<file path="config.mk">
export PLATFORM = sky130hd
export DESIGN_NAME = trellisSoqpsk
export DESIGN_NICKNAME = d
export VERILOG_FILES = /design/src/design/trellisPkg.sv /design/src/design/mfPairIf.sv /design/src/design/mfPlusMinus.sv /design/src/design/mfZeroDelay.sv /design/src/design/rotationBank.sv /design/src/design/trellisMonitor.sv /design/src/design/trellisRegs.sv /design/src/design/trellisSoqpsk.sv
export SDC_FILE = /design/constraint.sdc
export NUM_CORES = 2
export LEC_CHECK = 0
export ABC_AREA = 1
export BUFFER_PORTS_ARGS = -buffer_cell sky130_fd_sc_hd__buf_2
export CORE_MARGIN = 3
export CORE_UTILIZATION = 25
export CTS_BUF_LIST = sky130_fd_sc_hd__clkbuf_4 sky130_fd_sc_hd__clkbuf_8 sky130_fd_sc_hd__clkbuf_16
export DETAILED_ROUTE_END_ITERATION = 7
export SLEW_MARGIN = 20
export SYNTH_ARGS = -nofsm -noshare
export SYNTH_HDL_FRONTEND = slang
export SYNTH_SLANG_ARGS = --single-unit
</file>
<file path="constraint.sdc">
create_clock -name clk -period 14.5 [get_ports clk]
set_clock_uncertainty 0.2 [all_clocks]
set_input_delay 2.9 -clock clk [delete_from_list [all_inputs] [get_ports clk]]
set_output_delay 2.9 -clock clk [all_outputs]
set_load 0.005 [all_outputs]
</file>
<file path="src/design/trellisPkg.sv">
//--------------------------------------------------------------------------
// SOQPSK trellis front end shared definitions
// widths, matched filter taps, register map and DAC source codes
//--------------------------------------------------------------------------

`default_nettype none

package trellisPkg;

   // sample and filter datapath
   localparam int sampleW  = 18;
   localparam int fracBits = 17;

   // branch metrics handed to the decoder
   localparam int rotBits = 10;
   localparam int numRot  = 4;
   localparam int numFilt = 3;
   localparam int branchW = numFilt * numRot * 2 * rotBits;

   typedef logic signed [sampleW-1:0] sampleT;

   // two-tap matched filter, Q1.17
   localparam logic signed [sampleW-1:0] coefA = 18'sd117634;
   localparam logic signed [sampleW-1:0] coefB = 18'sd57812;

   // register map
   localparam logic [12:0] decayAddr  = 13'h0004;
   localparam logic [7:0]  decayReset = 8'hff;

   // monitor DAC source select
   typedef enum logic [3:0] {
      dacI     = 4'd0,
      dacQ     = 4'd1,
      dacPhErr = 4'd2,
      dacIndex = 4'd3
   } dacSelT;

endpackage

`default_nettype wire

</file>
<file path="src/design/mfPairIf.sv">
//--------------------------------------------------------------------------
// plus and minus matched filter outputs, source to rotation bank
//--------------------------------------------------------------------------

`timescale 1ns/1ps
`default_nettype none

interface mfPairIf;

   trellisPkg::sampleT plusI;
   trellisPkg::sampleT plusQ;
   trellisPkg::sampleT minusI;
   trellisPkg::sampleT minusQ;

   modport source (
      output plusI, plusQ, minusI, minusQ
   );

   modport sink (
      input plusI, plusQ, minusI, minusQ
   );

endinterface

`default_nettype wire

</file>
<file path="src/design/mfPlusMinus.sv">
//--------------------------------------------------------------------------
// SOQPSK two-tap matched filters, plus and minus branches
// a*s(n) +/- b*j*s(n-1), truncated and saturated to the sample width
//--------------------------------------------------------------------------

`timescale 1ns/1ps
`default_nettype none

module mfPlusMinus (
   input  wire logic               clk,
   input  wire logic               rstN,
   input  wire logic               sym2xEn,
   input  wire trellisPkg::sampleT heldI,
   input  wire trellisPkg::sampleT heldQ,
   mfPairIf.source                 mf
);

   // one tap times one sample, scaled back by the coefficient fraction
   function automatic logic signed [trellisPkg::sampleW:0] tap(
      input logic signed [trellisPkg::sampleW-1:0] coef,
      input logic signed [trellisPkg::sampleW-1:0] s
   );
      logic signed [2*trellisPkg::sampleW-1:0] p;
      p = coef * s;
      return p[trellisPkg::fracBits+trellisPkg::sampleW:trellisPkg::fracBits];
   endfunction

   // clip a sum back into the sample range
   function automatic trellisPkg::sampleT sat(
      input logic signed [trellisPkg::sampleW+1:0] v
   );
      if (v[trellisPkg::sampleW+1:trellisPkg::sampleW-1] != {3{v[trellisPkg::sampleW+1]}}) begin
         if (v[trellisPkg::sampleW+1])
            return {1'b1, {(trellisPkg::sampleW-1){1'b0}}};
         else
            return {1'b0, {(trellisPkg::sampleW-1){1'b1}}};
      end
      return v[trellisPkg::sampleW-1:0];
   endfunction

   trellisPkg::sampleT prevI;
   trellisPkg::sampleT prevQ;

   logic signed [trellisPkg::sampleW:0]   aI, aQ, bI, bQ;
   logic signed [trellisPkg::sampleW+1:0] plusISum, plusQSum, minusISum, minusQSum;

   assign aI = tap(trellisPkg::coefA, heldI);
   assign aQ = tap(trellisPkg::coefA, heldQ);
   assign bI = tap(trellisPkg::coefB, prevI);
   assign bQ = tap(trellisPkg::coefB, prevQ);

   // j*(I,Q) = (-Q,I) on the delayed tap
   assign plusISum  = aI - bQ;
   assign plusQSum  = aQ + bI;
   assign minusISum = aI + bQ;
   assign minusQSum = aQ - bI;

   always_ff @(posedge clk) begin
      if (!rstN) begin
         prevI     <= '0;
         prevQ     <= '0;
         mf.plusI  <= '0;
         mf.plusQ  <= '0;
         mf.minusI <= '0;
         mf.minusQ <= '0;
      end else if (sym2xEn) begin
         prevI     <= heldI;
         prevQ     <= heldQ;
         mf.plusI  <= sat(plusISum);
         mf.plusQ  <= sat(plusQSum);
         mf.minusI <= sat(minusISum);
         mf.minusQ <= sat(minusQSum);
      end
   end

endmodule

`default_nettype wire

</file>
<file path="src/design/mfZeroDelay.sv">
//--------------------------------------------------------------------------
// zero matched filter, unit gain, one enable of delay
//--------------------------------------------------------------------------

`timescale 1ns/1ps
`default_nettype none

module mfZeroDelay (
   input  wire logic               clk,
   input  wire logic               rstN,
   input  wire logic               sym2xEn,
   input  wire trellisPkg::sampleT heldI,
   input  wire trellisPkg::sampleT heldQ,
   output      trellisPkg::sampleT zeroI,
   output      trellisPkg::sampleT zeroQ
);

   // lines up with the plus/minus filter registers
   always_ff @(posedge clk) begin
      if (!rstN) begin
         zeroI <= '0;
         zeroQ <= '0;
      end else if (sym2xEn) begin
         zeroI <= heldI;
         zeroQ <= heldQ;
      end
   end

endmodule

`default_nettype wire

</file>
<file path="src/design/rotationBank.sv">
//--------------------------------------------------------------------------
// quarter-turn rotations of the zero, plus and minus filter outputs
// packed into one registered branch vector for the decoder
//--------------------------------------------------------------------------

`timescale 1ns/1ps
`default_nettype none

module rotationBank (
   input  wire logic                          clk,
   input  wire logic                          rstN,
   input  wire logic                          sym2xEn,
   input  wire trellisPkg::sampleT            zeroI,
   input  wire trellisPkg::sampleT            zeroQ,
   mfPairIf.sink                              mf,
   output      logic [trellisPkg::branchW-1:0] branch
);

   // returns {imag, real}; negation wraps in rotBits
   function automatic logic [2*trellisPkg::rotBits-1:0] rotate(
      input logic [trellisPkg::rotBits-1:0] re,
      input logic [trellisPkg::rotBits-1:0] im,
      input int                             r
   );
      case (r)
         0:       return {im, re};
         1:       return {-re, im};
         2:       return {-im, -re};
         default: return {re, -im};
      endcase
   endfunction

   logic [trellisPkg::rotBits-1:0]  compRe [trellisPkg::numFilt];
   logic [trellisPkg::rotBits-1:0]  compIm [trellisPkg::numFilt];
   logic [trellisPkg::branchW-1:0] branchNext;

   // zero path is halved, sign bit repeated
   assign compRe[0] = {zeroI[trellisPkg::sampleW-1],
                       zeroI[trellisPkg::sampleW-1 -: trellisPkg::rotBits-1]};
   assign compIm[0] = {zeroQ[trellisPkg::sampleW-1],
                       zeroQ[trellisPkg::sampleW-1 -: trellisPkg::rotBits-1]};
   assign compRe[1] = mf.plusI[trellisPkg::sampleW-1 -: trellisPkg::rotBits];
   assign compIm[1] = mf.plusQ[trellisPkg::sampleW-1 -: trellisPkg::rotBits];
   assign compRe[2] = mf.minusI[trellisPkg::sampleW-1 -: trellisPkg::rotBits];
   assign compIm[2] = mf.minusQ[trellisPkg::sampleW-1 -: trellisPkg::rotBits];

   // filter outermost, then rotation, real in the low half
   always_comb begin
      for (int f = 0; f < trellisPkg::numFilt; f++) begin
         for (int r = 0; r < trellisPkg::numRot; r++) begin
            branchNext[(f*trellisPkg::numRot + r)*2*trellisPkg::rotBits +: 2*trellisPkg::rotBits]
               = rotate(compRe[f], compIm[f], r);
         end
      end
   end

   always_ff @(posedge clk) begin
      if (!rstN)
         branch <= '0;
      else if (sym2xEn)
         branch <= branchNext;
   end

endmodule

`default_nettype wire

</file>
<file path="src/design/trellisMonitor.sv">
//--------------------------------------------------------------------------
// trellis monitor with phase error scaler, 2x enable and DAC source muxes
//--------------------------------------------------------------------------

`timescale 1ns/1ps
`default_nettype none

module trellisMonitor (
   input  wire logic                        clk,
   input  wire logic                        rstN,
   input  wire logic                        sym2xEn,
   input  wire trellisPkg::sampleT          heldI,
   input  wire trellisPkg::sampleT          heldQ,
   input  wire logic [9:0]                  phaseError,
   input  wire logic [1:0]                  index,
   input  wire logic [3:0]                  dac0Select,
   input  wire logic [3:0]                  dac1Select,
   input  wire logic [3:0]                  dac2Select,
   output      logic [7:0]                  phaseErrorScaled,
   output      logic                        sym2xEnOut,
   output      logic                        dac0Sync,
   output      logic [trellisPkg::sampleW-1:0] dac0Data,
   output      logic                        dac1Sync,
   output      logic [trellisPkg::sampleW-1:0] dac1Data,
   output      logic                        dac2Sync,
   output      logic [trellisPkg::sampleW-1:0] dac2Data
);

   //------------------------------------------------------------------------
   // phase error scaling in two enable stages
   //------------------------------------------------------------------------
   logic [6:0] dataBits;
   logic       satPos;
   logic       satNeg;

   always_ff @(posedge clk) begin
      if (!rstN) begin
         dataBits         <= '0;
         satPos           <= 1'b0;
         satNeg           <= 1'b0;
         phaseErrorScaled <= '0;
      end else if (sym2xEn) begin
         dataBits <= phaseError[6:0];
         satPos   <= !phaseError[9] && (phaseError[9:6] != 4'b0000);
         satNeg   <=  phaseError[9] && (phaseError[9:6] != 4'b1111);
         if (satPos)
            phaseErrorScaled <= 8'h7f;
         else if (satNeg)
            phaseErrorScaled <= 8'h81;
         else
            phaseErrorScaled <= {dataBits, 1'b0};
      end
   end

   //------------------------------------------------------------------------
   // 2x enable for the line decoder with 3+ clocks between enables
   //------------------------------------------------------------------------
   logic sym2xEnDly;

   always_ff @(posedge clk) begin
      if (!rstN)
         sym2xEnDly <= 1'b0;
      else
         sym2xEnDly <= sym2xEn;
   end

   assign sym2xEnOut = sym2xEn | sym2xEnDly;

   //------------------------------------------------------------------------
   // DAC channels
   //------------------------------------------------------------------------
   // unknown codes fall back to phase error
   function automatic logic [trellisPkg::sampleW-1:0] dacSource(input logic [3:0] sel);
      case (trellisPkg::dacSelT'(sel))
         trellisPkg::dacI:     return heldI;
         trellisPkg::dacQ:     return heldQ;
         trellisPkg::dacIndex: return {4'b0, index, 12'b0};
         default:              return {phaseError, 8'b0};
      endcase
   endfunction

   always_ff @(posedge clk) begin
      if (!rstN) begin
         dac0Data <= '0;
         dac1Data <= '0;
         dac2Data <= '0;
      end else begin
         dac0Data <= dacSource(dac0Select);
         dac1Data <= dacSource(dac1Select);
         dac2Data <= dacSource(dac2Select);
      end
   end

   // all channels strobe with the delayed sample enable
   assign dac0Sync = sym2xEnDly;
   assign dac1Sync = sym2xEnDly;
   assign dac2Sync = sym2xEnDly;

endmodule

`default_nettype wire

</file>
<file path="src/design/trellisRegs.sv">
//--------------------------------------------------------------------------
// trellis control register: decay factor write and readback
//--------------------------------------------------------------------------

`timescale 1ns/1ps
`default_nettype none

module trellisRegs (
   input  wire logic        clk,
   input  wire logic        rstN,
   input  wire logic        cs,
   input  wire logic        wr,
   input  wire logic [12:0] addr,
   input  wire logic [31:0] din,
   output      logic [31:0] dout,
   output      logic [7:0]  decayFactor
);

   logic decaySel;

   assign decaySel = cs && (addr == trellisPkg::decayAddr);

   always_ff @(posedge clk) begin
      if (!rstN)
         decayFactor <= trellisPkg::decayReset;
      else if (decaySel && wr)
         decayFactor <= din[7:0];
   end

   // unmatched reads return zero
   assign dout = decaySel ? {24'b0, decayFactor} : 32'b0;

endmodule

`default_nettype wire

</file>
<file path="src/design/trellisSoqpsk.sv">
//--------------------------------------------------------------------------
// SOQPSK trellis demodulator front end
// sample hold, matched filters, rotation bank, monitor and registers
//--------------------------------------------------------------------------

`timescale 1ns/1ps
`default_nettype none

module trellisSoqpsk (
   input  wire logic                          clk,
   input  wire logic                          rstN,
   input  wire logic                          sym2xEn,
   input  wire trellisPkg::sampleT            iIn,
   input  wire trellisPkg::sampleT            qIn,
   input  wire logic [9:0]                    phaseError,
   input  wire logic [1:0]                    index,
   input  wire logic                          cs,
   input  wire logic                          wr,
   input  wire logic [12:0]                   addr,
   input  wire logic [31:0]                   din,
   input  wire logic [3:0]                    dac0Select,
   input  wire logic [3:0]                    dac1Select,
   input  wire logic [3:0]                    dac2Select,
   output      logic [trellisPkg::branchW-1:0] branch,
   output      logic [7:0]                    phaseErrorScaled,
   output      logic [7:0]                    decayFactor,
   output      logic [31:0]                   dout,
   output      logic                          sym2xEnOut,
   output      logic                          dac0Sync,
   output      logic [17:0]                   dac0Data,
   output      logic                          dac1Sync,
   output      logic [17:0]                   dac1Data,
   output      logic                          dac2Sync,
   output      logic [17:0]                   dac2Data
);

   //------------------------------------------------------------------------
   // input sample hold
   //------------------------------------------------------------------------
   trellisPkg::sampleT heldI;
   trellisPkg::sampleT heldQ;

   always_ff @(posedge clk) begin
      if (!rstN) begin
         heldI <= '0;
         heldQ <= '0;
      end else if (sym2xEn) begin
         heldI <= iIn;
         heldQ <= qIn;
      end
   end

   //------------------------------------------------------------------------
   // filter chain
   //------------------------------------------------------------------------
   mfPairIf mfBus ();

   trellisPkg::sampleT zeroI;
   trellisPkg::sampleT zeroQ;

   mfPlusMinus mfPm (
      .clk     (clk),
      .rstN    (rstN),
      .sym2xEn (sym2xEn),
      .heldI   (heldI),
      .heldQ   (heldQ),
      .mf      (mfBus.source)
   );

   mfZeroDelay mfZero (
      .clk     (clk),
      .rstN    (rstN),
      .sym2xEn (sym2xEn),
      .heldI   (heldI),
      .heldQ   (heldQ),
      .zeroI   (zeroI),
      .zeroQ   (zeroQ)
   );

   rotationBank rotBank (
      .clk     (clk),
      .rstN    (rstN),
      .sym2xEn (sym2xEn),
      .zeroI   (zeroI),
      .zeroQ   (zeroQ),
      .mf      (mfBus.sink),
      .branch  (branch)
   );

   //------------------------------------------------------------------------
   // monitor and control register
   //------------------------------------------------------------------------
   trellisMonitor monitor (
      .clk              (clk),
      .rstN             (rstN),
      .sym2xEn          (sym2xEn),
      .heldI            (heldI),
      .heldQ            (heldQ),
      .phaseError       (phaseError),
      .index            (index),
      .dac0Select       (dac0Select),
      .dac1Select       (dac1Select),
      .dac2Select       (dac2Select),
      .phaseErrorScaled (phaseErrorScaled),
      .sym2xEnOut       (sym2xEnOut),
      .dac0Sync         (dac0Sync),
      .dac0Data         (dac0Data),
      .dac1Sync         (dac1Sync),
      .dac1Data         (dac1Data),
      .dac2Sync         (dac2Sync),
      .dac2Data         (dac2Data)
   );

   trellisRegs regs (
      .clk         (clk),
      .rstN        (rstN),
      .cs          (cs),
      .wr          (wr),
      .addr        (addr),
      .din         (din),
      .dout        (dout),
      .decayFactor (decayFactor)
   );

endmodule

`default_nettype wire

</file>
## After elaboration in Yosys (flattened, before gate mapping)

Index checks and enable logic that the tools add are counted.

| word-level totals | value |
|---|---|
| register bits | 464 |
| bits of input ports | 110 |
| logic and storage cells | 84 |

| operators by class | value |
|---|---|
| equality and inequality tests | 12 |
| reduce and logical (&&, ||, !) cells | 9 |
| add/subtract/negate cells | 10 |
| muxes and demuxes | 30 |
| bitwise gates (word level) | 1 |
| multipliers | 4 |

Operators with widths:

| kind | count |
|---|---|
| $mux W18 | 12 |
| $pmux W18 S3 | 3 |
| $mul A17 B18 Y35 const A | 2 |
| $mul A15 B18 Y33 const A | 2 |
| $neg A10 Y10 | 6 |
| $add A19 B18 Y20 | 2 |
| $sub A19 B18 Y20 | 2 |
| $mux W8 | 3 |
| $eq A13 B3 Y1 const B | 1 |
| $eq A4 B1 Y1 const B | 3 |
| $eq A4 B2 Y1 const B | 3 |
| $logic_not A4 Y1 | 3 |
| $mux W1 | 12 |
| $ne A2 B2 Y1 | 4 |
| $logic_and A1 B1 Y1 | 4 |
| $ne A4 B4 Y1 const B | 1 |
| $reduce_bool A4 Y1 | 1 |
| $logic_not A1 Y1 | 1 |
| $or A1 B1 Y1 | 1 |

## Logic depth before layout (Yosys ltp)

| depth | value |
|---|---|
| word-level depth | 7 |
| gate-level depth with buffers | 44 |
| depth with buffers taken out | 43 |

## Cells and area by module

From an unflattened synthesis, not the netlist that was laid out.

| second synthesis, totals | value |
|---|---|
| cells, all modules | 6,020 |
| area total of the unflattened synthesis | 45,205.9 um^2 |

By module, submodules not included:

| module | instances | area an instance (um^2) | cells an instance |
|---|---|---|---|
| mfPlusMinus | 1 | 31,591.5 | 4,155 |
| rotationBank | 1 | 5,962.0 | 845 |
| trellisMonitor | 1 | 3,333.2 | 460 |
| mfZeroDelay | 1 | 1,818.0 | 228 |
| trellisSoqpsk | 1 | 1,818.0 | 228 |
| trellisRegs | 1 | 683.2 | 104 |

## Worst setup path after synthesis

No wires, ideal clock.

| timing | value |
|---|---|
| path type | register to register |
| start | reg, netlist name mfZero.zeroI[17] |
| end | reg mfPm.mf.minusQ[13] |
| data required time | 14.183 ns |
| data arrival time | 7.887 ns |
| slack | 6.296 ns |
| path buffers | 2 |
| stages on the path, launching flop included | 41 |
| library setup time | 0.117 ns |
| path through | dfxtp_1 clkbuf_1 clkinv_1 ha_1 inv_1 fa_1 inv_1 ha_1 fa_1 fa_1 inv_1 fa_1 inv_1 ha_1 nand2_1 nor4_1 nand3_1 nand3_1 [5 not listed] inv_1 ha_1 buf_2 inv_1 a21oi_1 nor3_1 a211oi_1 o21ai_0 a21oi_1 nand2_1 nand2_1 nand2_2 nor2_2 inv_1 nand3_1 nor2_1 nor2_1 nor2_1 |

RTL lines:

| element | line | RTL |
|---|---|---|
| end signal: assignment | mfPlusMinus.sv:72 | `mf.minusQ <= sat(minusQSum);` |
| end: declaration | mfPairIf.sv:16 | `output plusI, plusQ, minusI, minusQ` |

==> impl_metrics.toml <==
[status]
status = "finished clean"

[setup_path]
r2r_cells = 36
worstPathArrival_ps = 9050
path_max_fanout = 9
critPathMaxStageDelay_ps = 610
worstPathRequired_ps = 14790
slowest_stage = "fa_1"
crit_top_cell = "inv_1"
cp-end-kind = "flop"
crit_type = "flop to flop"
cp-start-kind = "flop"

[cells_and_area]
fill_cells = 16500
finalCoreUtilization_pct = 28.3
drive_gt1_share_pct = 11.8
multi_input_area_um2 = 26500
area_growth_pct = 12.2
fin_cells = 7247
seqCellArea_um2 = 6090
fin_nets = 6250
fin_area_um2 = 43100

[floorplan]
design.die.area_um2 = 159000
die_w_um = 398
ios = 456
start_util_pct = 25.2
die-height_um = 398
coreArea_um2 = 152000
placementRows = 143

[grt]
antenna_found_initial = 18
grt_max_degree = 78
grt_pass1_vias = 31400
track_usage_pct = 15.7
grt_pass1_wl_um = 191000
overflow = 0

[yosys]
synth_flop_cell = "dfxtp_1"
synth_top_family_by_area = "adder cells"
ys_ff_latch = 304
ys_types = 69
syn_area_per_cell_um2 = 7.79
synth_compound_area_share_pct = 11.8
synthXorXnorAreaFrac_pct = 4.24
synth_edf_count = 0
synth_top_area_share_pct = 19.6
yosys.area_share.simple_pct = 13.7
ys_async_sr_fraction_pct = 0
yosysWarnings = 0
synthAdderAreaFrac_pct = 38.8
yosysSeqAreaShare_pct = 15.8
syn-instance-count = 4935
syn_area_um2 = 38400
synthDominantAreaCellType = "fa_1"
synth_area_leaders = "fa_1 (20%), ha_1 (19%), dfxtp_1 (16%)"
muxShareOfSynthArea_pct = 0.0586

[routing]
route.detailed.wl_per_inst_um = 17.5
drc = 0
drtPass1Iterations = 5
vias = 32200
wirelength_um = 127000
viasPerCell = 4.45
ant_nets = 0
detailedRoute.firstIterationViolations = 2198

[timing]
slew_viol_final = 0
relSlewSlack_pct = 33.7
rsz0062_at_grt = "no"
fin_setup_tns_ps = 0
hold_viol_final = 0
clock.fmax_mhz = 114
tightest_slew_ps = 991
finalCritPeriodShare_pct = 60.4
setup_viol = 0
fin_crit_ps = 8760

[clock_network]
cts_setup_buffers = 0
cts_tree = "done"
root_buffer = "clkbuf_16"
cts_hold_buffers = 0
clock_path_buffers = 3
clk_pin_slew_worst_paths_ps = 70
cts.sinks = 304
clk_latency_ps = 620
post_cts_resized = 0
cts_buffers = 40
h-tree-depth = 2

[min_path]
hold_path.class = "flop to flop"
min_path_cells = 2

[run]
drv_cap = 0

[placement]
gp_congestion = 0.932
dpl.cell_count = 7163
port_buffers = 407
dpl_cell_area_um2 = 41700
place_hpwl_um = 106000

[power_and_ir_drop]
ir_drop_mv = 0.164
power_leakage_nw = 23.1
pwr_density_cell_nw_per_um2 = 208
## logic make-up (layout without fill, tap and decap cells)
| family | after synthesis | after routing |
|---|---|---|
| other cells | 1 | 37 |
| buf+inv | 1426 | 1672 |
| fa+ha+maj | 966 | 966 |
| flops | 304 | 304 |
| simple gates | 1247 | 1247 |
| mux | 2 | 2 |
| xor+xnor | 186 | 186 |
| compound gates | 803 | 803 |
## sequential cells by signal, indices dropped and copies added, names as in the netlist, 18 cells and up
signal,cells
heldI,18
mfZero.zeroQ,18
monitor.dac2Data,18
heldQ,18
monitor.dac1Data,18
rotBank.branch,112
monitor.dac0Data,18
mfZero.zeroI,18
## worst paths after layout
path	startpoint	to	slack [ps]
worst min register to register	monitor.satPos	monitor.satPos	260
worst max register to register	mfZero.zeroQ[10]	mfPm.mf.minusI[16]	5740
worst min-delay path	monitor.satPos	monitor.satPos	260
worst max-delay path	mfZero.zeroQ[10]	mfPm.mf.minusI[16]	5740
## per-layer routing
layer	GRT usage (%)	up-vias	share of wire [%]
met5	0	-	0.080
met4	3.80	12	2.4
met3	4.45	159	9.0
met2	24.2	1039	42
met1	21.6	15300	46
li1	-	15700	-
## power by group
| part | switching [mW] | internal (mW) |
|---|---|---|
| sequential | 0.143 | 0.952 |
| clock | 0.456 | 0.617 |
| combinational | 4.61 | 2.22 |
## placed cells by master (no fill, tap or decap), drive strengths merged, types with 7 or more instances in the layout
master / count
nand4: 18
clkbuf: 50
o22ai: 55
a21oi: 346
o221ai: 9
nor2: 252
nor3: 30
a22o: 12
xor2: 133
nand2: 802
buf: 428
clkinvlp: 7
xnor2: 53
nor4: 19
o31ai: 14
conb: 24
a211oi: 9
o21bai: 16
dfxtp: 304
nand3: 99
o211ai: 7
inv: 1169
clkinv: 15
o21ai: 266
ha: 589
fa: 376
a31oi: 16
diode: 13
o21a: 7
or2: 17
a21o: 20
## layout make-up
cell class	count	area share (%)
antenna	13	0.0754
clock inverter	21	0.594
multi-input combinational	3228	61.4
timing repair buffer	428	5.09
inverter	1173	10.2
tap	2030	5.89
clock buffer	50	2.64
sequential	304	14.1
## worst max-delay path: cells and delay by family, from the launching register on
kind,cells,cell delay (ps)
flip-flops,1,510
AO/OA/AOI/OAI,10,1410
adder cells (fa/ha/maj),8,3580
AND/OR/NAND/NOR,10,1760
buffers and inverters,7,900
XOR/XNOR,1,270
## cell usage after synthesis, drive strengths merged (9+ instances only)
master     n
inv     1167
nand2    802
ha       589
fa       376
a21oi    346
dfxtp    304
o21ai    266
nor2     252
buf      187
xor2     133
nand3     99
clkbuf    66
o22ai     55
xnor2     53
nor3      30
a21o      20
nor4      19
nand4     18
or2       17
a31oi     16
o21bai    16
o31ai     14
a22o      12
a211oi     9
o221ai     9
## through the flow
stage | worst slack (ps) | total power [mW] | hold slack (ps)
2_1_floorplan | 6300 | 5.96 | 229
3_3_place_gp | 5960 | 7.76 | 248
3_5_place_dp | 5790 | 7.81 | 246
4_1_cts | 5740 | 8.93 | 263
5_1_grt | 5240 | 9.90 | 280
6_report | 5740 | 8.99 | 262
No activity file was read; power rests on OpenSTA's default activity.
